<file path="config.mk">
export PLATFORM = sky130hd
export DESIGN_NAME = boothMultiplier
export DESIGN_NICKNAME = d
export VERILOG_FILES = /design/src/boothPkg.sv /design/src/boothController.sv /design/src/boothDatapath.sv /design/src/boothMultiplier.sv /design/src/iterationCounter.sv
export SDC_FILE = /design/constraint.sdc
export NUM_CORES = 1
export LEC_CHECK = 0
export BUFFER_PORTS_ARGS = -buffer_cell sky130_fd_sc_hd__buf_2
export CAP_MARGIN = 10
export CORE_MARGIN = 1.5
export CORE_UTILIZATION = 37
export DETAILED_ROUTE_END_ITERATION = 6
export PLACE_DENSITY = 0.63
export SYNTH_ARGS = -nofsm -noshare
export SYNTH_HDL_FRONTEND = slang
export SYNTH_SLANG_ARGS = --single-unit
</file>
<file path="constraint.sdc">
create_clock -name clk -period 12.3 [get_ports clk]
set_clock_uncertainty 0.05 [all_clocks]
set_input_delay 0.615 -clock clk [delete_from_list [all_inputs] [get_ports clk]]
set_output_delay 0.615 -clock clk [all_outputs]
set_load 0.01 [all_outputs]
</file>
<file path="src/boothPkg.sv">
package boothPkg;

    // Operand width, the product is twice as wide
    localparam int DATA_WIDTH = 16;

    // One Booth step per multiplier bit
    localparam int STEP_COUNT = DATA_WIDTH;

    // Accumulator operation for one Booth step
    typedef enum logic [1:0] {
        ACC_HOLD = 2'b00,   // Pair 00 or 11
        ACC_ADD  = 2'b01,   // Pair 01, A + M
        ACC_SUB  = 2'b10    // Pair 10, A - M
    } accOp_e;

    // Control word from the FSM to the counter and the datapath
    typedef struct packed {
        logic   enable;            // Register update strobe
        logic   selectMultiplier;  // 0 load operands, 1 Booth step
        logic   enableProduct;     // Product capture strobe
        accOp_e accOp;             // Add, subtract or hold on A
    } boothCtrl_t;

    // Two halves of the working word
    typedef struct packed {
        logic signed [DATA_WIDTH-1:0] acc;   // Accumulator A
        logic        [DATA_WIDTH-1:0] mulq;  // Shifting multiplier Q
    } productHalves_t;

    // The working word is read whole for the shift and by halves for the add
    typedef union packed {
        logic signed [2*DATA_WIDTH-1:0] word;
        productHalves_t                 half;
    } product_u;

endpackage

</file>
<file path="src/boothController.sv">
`timescale 1ns/100ps

module boothController (
    input  logic                clk,
    input  logic                reset,
    input  logic                inValid,
    input  logic [1:0]          boothOperation,  // Q0 and the extra bit
    input  logic                stepsDone,
    input  logic                outReady,
    output logic                inReady,
    output logic                outValid,
    output boothPkg::boothCtrl_t ctrl
);

    typedef enum logic [1:0] {
        IDLE    = 2'b00,
        PROCESS = 2'b01,
        WAIT    = 2'b10,
        DONE    = 2'b11
    } state_e;

    state_e currentState;
    state_e nextState;
    boothPkg::accOp_e stepOp;

    always_ff @(posedge clk or negedge reset) begin
        if (!reset) begin
            currentState <= IDLE;
        end else begin
            currentState <= nextState;
        end
    end

    // Booth recoding of the current bit pair
    always_comb begin
        case (boothOperation)
            2'b01:   stepOp = boothPkg::ACC_ADD;
            2'b10:   stepOp = boothPkg::ACC_SUB;
            default: stepOp = boothPkg::ACC_HOLD;  // 00 and 11 keep A
        endcase
    end

    always_comb begin
        nextState = currentState;
        case (currentState)
            IDLE: begin
                if (inValid) begin
                    nextState = PROCESS;
                end
            end
            PROCESS: begin
                if (stepsDone && outReady) begin
                    nextState = DONE;  // Consumer already waiting
                end else if (stepsDone) begin
                    nextState = WAIT;
                end
            end
            WAIT: begin
                if (outReady) begin
                    nextState = DONE;
                end
            end
            DONE: begin
                nextState = IDLE;
            end
            default: begin
                nextState = IDLE;
            end
        endcase
    end

    always_comb begin
        inReady               = 1'b0;
        outValid              = 1'b0;
        ctrl.enable           = 1'b0;
        ctrl.selectMultiplier = 1'b1;
        ctrl.enableProduct    = 1'b0;
        ctrl.accOp            = boothPkg::ACC_HOLD;
        case (currentState)
            IDLE: begin
                inReady               = 1'b1;
                ctrl.selectMultiplier = 1'b0;
                ctrl.enable           = inValid;  // Load on the accepting edge
            end
            PROCESS: begin
                if (stepsDone) begin
                    outValid           = 1'b1;
                    ctrl.enableProduct = 1'b1;  // Word is final, capture it
                end else begin
                    ctrl.enable = 1'b1;
                    ctrl.accOp  = stepOp;
                end
            end
            WAIT: begin
                outValid = 1'b1;  // Hold result under back-pressure
            end
            default: begin
                // DONE, one idle cycle before new operands
            end
        endcase
    end

endmodule

</file>
<file path="src/boothDatapath.sv">
`timescale 1ns/100ps

module boothDatapath (
    input  logic                                  clk,
    input  logic                                  reset,
    input  logic signed [boothPkg::DATA_WIDTH-1:0] multiplicand,
    input  logic signed [boothPkg::DATA_WIDTH-1:0] multiplier,
    input  boothPkg::boothCtrl_t                  ctrl,
    output logic [1:0]                            boothOperation,
    output boothPkg::product_u                    product
);

    localparam int W = boothPkg::DATA_WIDTH;

    logic signed [W-1:0] multiplicandReg;  // M
    boothPkg::product_u  work;             // A and Q
    logic                accGuard;         // Sign bit above A
    logic                extraBit;         // Q(-1)

    logic [W:0]          accWide;          // Guard bit and A
    logic [W:0]          mulWide;          // M sign extended
    logic [W:0]          accNext;
    boothPkg::product_u  shifted;
    logic                shiftedGuard;
    logic                shiftedExtra;
    boothPkg::product_u  productReg;

    // One extra bit on A so that subtracting the most negative M cannot overflow
    assign accWide = {accGuard, work.half.acc};
    assign mulWide = {multiplicandReg[W-1], multiplicandReg};

    // Add or subtract M in the upper half only
    always_comb begin
        case (ctrl.accOp)
            boothPkg::ACC_ADD: accNext = accWide + mulWide;
            boothPkg::ACC_SUB: accNext = accWide - mulWide;
            default:           accNext = accWide;
        endcase
    end

    // Arithmetic right shift of guard, A, Q and the extra bit as one word
    always_comb begin
        shiftedGuard = accNext[W];                        // Sign stays put
        shifted.word = {accNext, work.half.mulq[W-1:1]};
        shiftedExtra = work.half.mulq[0];                 // Q0 drops into the extra bit
    end

    always_ff @(posedge clk or negedge reset) begin
        if (!reset) begin
            multiplicandReg <= '0;
            work            <= '0;
            accGuard        <= 1'b0;
            extraBit        <= 1'b0;
        end else if (ctrl.enable) begin
            if (!ctrl.selectMultiplier) begin
                multiplicandReg <= multiplicand;
                work.half.acc   <= '0;
                work.half.mulq  <= multiplier;
                accGuard        <= 1'b0;
                extraBit        <= 1'b0;
            end else begin
                work     <= shifted;
                accGuard <= shiftedGuard;
                extraBit <= shiftedExtra;
            end
        end
    end

    always_ff @(posedge clk or negedge reset) begin
        if (!reset) begin
            productReg <= '0;
        end else if (ctrl.enableProduct) begin
            productReg <= work;
        end
    end

    assign boothOperation = {work.half.mulq[0], extraBit};

    // The first valid cycle shows the word before the register catches up,
    // so the output is the same value for every cycle of outValid
    assign product = ctrl.enableProduct ? work : productReg;

endmodule

</file>
<file path="src/boothMultiplier.sv">
`timescale 1ns/100ps

module boothMultiplier (
    input  logic                                      clk,
    input  logic                                      reset,
    input  logic                                      inValid,
    input  logic signed [boothPkg::DATA_WIDTH-1:0]     multiplicand,
    input  logic signed [boothPkg::DATA_WIDTH-1:0]     multiplier,
    input  logic                                      outReady,
    output logic                                      inReady,
    output logic                                      outValid,
    output logic signed [2*boothPkg::DATA_WIDTH-1:0]   product
);

    boothPkg::boothCtrl_t ctrl;
    boothPkg::product_u   productWord;
    logic [1:0]           boothOperation;  // Q0 and the extra bit
    logic                 stepsDone;

    boothController boothController_inst (
        .clk            (clk),
        .reset          (reset),
        .inValid        (inValid),
        .boothOperation (boothOperation),
        .stepsDone      (stepsDone),
        .outReady       (outReady),
        .inReady        (inReady),
        .outValid       (outValid),
        .ctrl           (ctrl)
    );

    iterationCounter iterationCounter_inst (
        .clk       (clk),
        .reset     (reset),
        .ctrl      (ctrl),
        .stepsDone (stepsDone)
    );

    boothDatapath boothDatapath_inst (
        .clk            (clk),
        .reset          (reset),
        .multiplicand   (multiplicand),
        .multiplier     (multiplier),
        .ctrl           (ctrl),
        .boothOperation (boothOperation),
        .product        (productWord)
    );

    // Whole-word view of the product
    assign product = productWord.word;

endmodule

</file>
<file path="src/iterationCounter.sv">
`timescale 1ns/100ps

module iterationCounter (
    input  logic                 clk,
    input  logic                 reset,
    input  boothPkg::boothCtrl_t ctrl,
    output logic                 stepsDone
);

    localparam int CountWidth = $clog2(boothPkg::STEP_COUNT + 1);

    logic [CountWidth-1:0] count;
    logic                  loadStrobe;
    logic                  stepStrobe;

    assign loadStrobe = ctrl.enable && !ctrl.selectMultiplier;
    assign stepStrobe = ctrl.enable && ctrl.selectMultiplier;

    always_ff @(posedge clk or negedge reset) begin
        if (!reset) begin
            count <= '0;
        end else if (loadStrobe) begin
            count <= '0;  // New operands restart the count
        end else if (stepStrobe) begin
            count <= count + 1'b1;
        end
    end

    // Stays high until the next load
    assign stepsDone = (count == CountWidth'(boothPkg::STEP_COUNT));

endmodule

</file>
======== Word-level counts from Yosys, hierarchy flattened ========
Index checks and enable logic that the tools add are counted.
operators by class
  $add $sub $neg .......................... 3
  reduce and logical (&&, ||, !) cells .... 7
  multiplexer cells ....................... 21
  equality and inequality tests ........... 11
operators by type and width
  kind                   count
  $mux W32               2
  $pmux W17 S2           1
  $add A17 B17 Y17       1
  $sub A17 B17 Y17       1
  $mux W2                5
  $mux W5                2
  $eq A2 B2 Y1 const B   4
  $pmux W2 S4            1
  $eq A2 B1 Y1 const B   3
  $mux W1                6
  $add A5 B1 Y5 const B  1
  $eq A5 B5 Y1 const B   1
  $ne A2 B2 Y1 const B   2
  $pmux W1 S2            2
  $pmux W2 S2            1
  $logic_and A1 B1 Y1    3
  $mux W3                1
  $ne A3 B1 Y1 const B   1
  $reduce_and A3 Y1      1
  $logic_not A2 Y1       1
  $reduce_and A2 Y1      1
  $reduce_bool A2 Y1     1
storage, ports and cells
  word-level logic and storage cells ...... 49
  output and inout bits ................... 34
  input port bits ......................... 36
  register bits after elaboration ......... 89

======== Depth between registers and ports, before layout ========
  depth in word-level cells ............... 7
  depth in mapped cells ................... 21
  mapped depth without buffers ............ 18

======== Cells and area by module ========
From an unflattened synthesis, not the netlist that was laid out.
unflattened totals
  cells, all modules ...................... 493
  area total of the unflattened synthesis .. 5,031.1 um2
by module, submodules not included
  module            cells each  seq. area each (um2)  area each (um2)  instances
  boothDatapath     440         2,026.9               4,508.1          1
  iterationCounter  27          125.1                 266.5            1
  boothController   26          50.0                  256.5            1

======== Least setup slack after synthesis ========
Ideal clock, no wire load.
  kind .................................... register to register
  start point ............................. register iterationCounter_inst.count[0]
  end point ............................... register boothDatapath_inst.work[26] (netlist name)
  setup slack ............................. 8.338 ns
  buffers on the path ..................... 3
  period minus slack after synthesis ...... 3.962 ns
  library setup time ...................... 0.126 ns
  arrival time ............................ 3.786 ns
  required time ........................... 12.124 ns
  stages on the path, launching flop included .. 20
  path through ............................ dfrtp_1 -> inv_1 -> ha_1 -> and4bb_4 -> nor2b_4 -> buf_2 -> and3b_1 -> ha_1 -> clkbuf_1 -> clkbuf_1 -> nor2_1 -> xnor2_1 -> ha_1 -> o21ai_0 -> a21oi_1 -> o21ai_1 -> a2111oi_0 -> nor2_1 -> xnor2_1 -> a221o_1
between the ends
  word-level cells in the longest chain between the ends .. 6
  elaborated cells between the ends (all ways) .. 9
  classes of those cells .................. 3 x eq/ne; 6 x mux
RTL lines
  item                                                 RTL line                source
  start, declared                                      iterationCounter.sv:12  logic [CountWidth-1:0] count;
  start signal, assigned                               iterationCounter.sv:25  count <= count + 1'b1;
  $eq A5 B5 Y1 *                                       iterationCounter.sv:30  assign stepsDone = (count == CountWidth'(boothPkg::STEP_COUNT));
  $mux W2                                              boothController.sv:86   if (stepsDone) begin
  $mux W3                                              boothController.sv:79   case (currentState)
  $eq A2 B2 Y1 / $eq A2 B1 Y1 (equally long branches)  boothDatapath.sv:34     case (ctrl.accOp)
  $pmux W17 S2                                         boothDatapath.sv:34
  $mux W32                                             boothDatapath.sv:55     if (!ctrl.selectMultiplier) begin
  end signal, assigned                                 boothDatapath.sv:62     work <= shifted;
  end, declared                                        boothDatapath.sv:16     boothPkg::product_u work;
Mark *: on every way between the ends. The rest lies on a longest branch, timed or not.
A chain may end at the register's enable or synchronous reset.

======== Worst setup path after layout ========
  start point ............................. register iterationCounter_inst.count[0]
  end point ............................... register boothDatapath_inst.work[31] (netlist name)
Same word-level chain as after synthesis.

==> run_results.csv <==
group,metric,value,unit
global_route,grt_pass1_wl,18.2,mm
timing,maxSlewViolCount,0,
pwr,vdd_drop_max,0.0968,mV
floorplan,core,12800,sq um
yosys,ys_seq_area_frac,0.447,
placed_design,dpl-instance-area,5410,sq um
cts,cts_root_buffer,"clkbuf_16",
yosys,avgSynthCellArea,10.3,sq um
cts,cts_tree,"built",
route,drc,0,
global_route,grt_usage,0.162,
yosys,yosysUniqueCellTypes,54,
floorplan,initial_core_util,0.384,
floorplan,die_w,118,um
route,post_drt_wl_per_cell,15.3,um
critical_path,start_kind,"register",
timing,rsz0062_at_grt,"false",
floorplan,rows,41,
run_status,status,"finished clean",
route,num_vias,3688,
yosys,netlist.area_leader.share,0.447,
route,via_per_inst,5.16,
critical_path,crit_required,12.52,ns
timing,final.period_utilization,0.362,
critical_path,critPathMaxStageDelay,0.53,ns
yosys,post_synth_instance_area,4930,sq um
yosys,synthArstFlopShare,1.00,
critical_path,endpoint_kind,"register",
global_route,grt_pass1_vias,3550,
timing,hold_viol,0,
timing,finalCriticalPeriod,4.45,ns
critical_path,crit_path_frequent_cell,"ha_1",
timing,finalWorstSetupSlack,7.85,ns
timing,worstMarginPinSlew,0.921,ns
yosys,ys_top_cells_by_count,"dfrtp_1, mux2_2, o21ai_0, nand2_1, nor2_1",
timing,fmax,225,MHz
cts,numClockSinks,88,
global_route,overflow,0,
cts,cts_resized,0,
timing,setup_viol,0,
critical_path,cp-startpoint,"iterationCounter_inst.count[0]",
job,cap_violations,0,
yosys,synth_edf_count,0,
critical_path,crit_arrival,4.67,ns
critical_path,cp_max_fo,16,
critical_path,worst_path_max_delay_cell,"ha_1",
layout,syn_to_final_growth,16.2,%
pwr,power_density,266,nW/um^2
placed_design,place_inst,698,
timing,hold_slack,0.163,ns
pwr,p_leak,2.77,nW
route,drtIter0Drc,211,
critical_path,path_cells,"inv_1 > ha_1 > and4bb_4 > nor2b_4 > and3b_1 > ha_1 > a31oi_1 > o21bai_1 > nor2_1 > xor2_1 > ha_1 > a211oi_2 > o211ai_1 > a21oi_1 > o31ai_1 > xor2_1 > or4_1 > a21boi_1",
yosys,synth_seq_cells,88,
layout,fillers,1254,
layout,layout.nets,598,
layout,drive_gt1_frac,0.267,
cts,cts_buffers,9,
yosys,synth-main-ff-cell,"dfrtp_1",
placed_design,pre_cts_slack,7.92,ns
floorplan,fp.dieH,118,um
cts,htree_levels,3,
layout,design_area,5720,sq um
yosys,synth_area_leaders,"dfrtp_1, mux2_2, ha_1",
timing,relSlewSlack,0.386,
cts,post-cts-setup-buffer-count,0,
critical_path,r2r_start,"iterationCounter_inst.count[0]",
cts,worstSkewPairLatency,0.35,ns
floorplan,die_area,14000,sq um
yosys,synth_nets,538,
placed_design,gp_congestion,0.852,
layout,final_cells,715,
yosys,synth_cells,478,
critical_path,critical_path_class,"reg2reg",
critical_path,crit_buf_inv,1,
yosys,yosys_warnings,0,
global_route,grt_max_degree,89,
route,wl,10.9,mm
yosys,synth_most_common_cell,"dfrtp_1",
route,antenna_left,0,
floorplan,ioPinCount,70,
min_path,hold_path.class,"in2async",
placed_design,port_buffers,69,
cts,cts.clk_slew.worst_paths,0.07,ns
global_route,antenna_found_initial,0,
route,drt_pass1_iterations,4,
timing,fin_setup_tns,0,ns
cts,cts_hold_buf,0,
yosys,synth_top_cell_by_area,"dfrtp_1",
layout,antenna_cells,0,
critical_path,crit_family,"simple AND/OR/NAND/NOR gates",
placed_design,hpwlAfterDp,7.87,mm
cts,cts_buffer_depth,2,
[sequential cells by signal (all words and copies together), names as in the netlist]
register	cells
boothController_inst.currentState	2
iterationCounter_inst.count	5
boothDatapath_inst.work	32
boothDatapath_inst.multiplicandReg	16
boothDatapath_inst.productReg	32
boothDatapath_inst.extraBit	1
[routing by layer]
layer / track usage / wire length (um)
met5: 0 / 0
met4: 0.0497 / 124
met3: 0.0430 / 476
met1: 0.222 / 5380
met2: 0.249 / 4950
[per-stage QoR]
step	util	total power, mW
5_1_grt	0.446	1.66
6_report	0.446	1.52
4_1_cts	0.444	1.53
3_5_place_dp	0.422	1.27
3_3_place_gp	0.422	1.24
2_1_floorplan	-	1.08
[worst paths after layout]
kind                                                     end  slack (ns)  depth (start not counted)
max                              boothDatapath_inst.work[31]        7.85                         18
min                        boothDatapath_inst.productReg[31]        0.16                          1
max reg2reg                      boothDatapath_inst.work[31]        7.85                         18
min reg2reg                boothDatapath_inst.productReg[30]        0.44                          1
max in group asynchronous  boothDatapath_inst.productReg[19]       11.43                          2
min in group clk           boothDatapath_inst.productReg[30]        0.44                          1
[where the power goes]
group          leakage (nW)  switching [mW]  internal, mW
logic                  1.49           0.445         0.341
clock network         0.131           0.122         0.140
registers              1.15          0.0950         0.382
[logic make-up after synthesis]
family	count (synthesis)	share of synthesized area
flops	88	0.447
simple gates	122	0.123
compound gates	117	0.146
fa+ha+maj	24	0.0625
buf+inv	36	0.0305
xor+xnor	25	0.0444
mux	66	0.147
[cell usage in the layout, fill, tap and decap left out, types with 4 or more instances in the layout]
cell type	netlist	routed
dfrtp_1	88	88
ha_1	23	22
buf_2	12	68
clkbuf_16	0	9
a211oi_1	5	5
mux2i_1	17	17
and3_1	6	6
xnor2_1	16	16
nand2_1	40	40
o21ai_0	41	41
nor2_1	35	35
nor3_1	7	7
a22o_1	5	5
nor2b_1	7	7
inv_1	13	13
nand2b_1	4	4
xor2_1	9	9
a21oi_1	30	30
a21o_1	5	5
o31ai_1	4	4
a31oi_1	4	4
mux2_2	49	49
nand3_1	5	5
nand3b_1	4	4
[cell type report]
cell class | count | area (sq um) | share of cell area
multi-input cells | 354 | 2580 | 0.452
flip-flops and latches | 88 | 2200 | 0.385
clock buffers | 10 | 229 | 0.0400
clock inverters | 6 | 52.6 | 0.00918
well taps | 172 | 215 | 0.0376
inverters | 13 | 48.8 | 0.00853
repair buffers | 72 | 390 | 0.0682
Power figures use the tool's default switching activity.
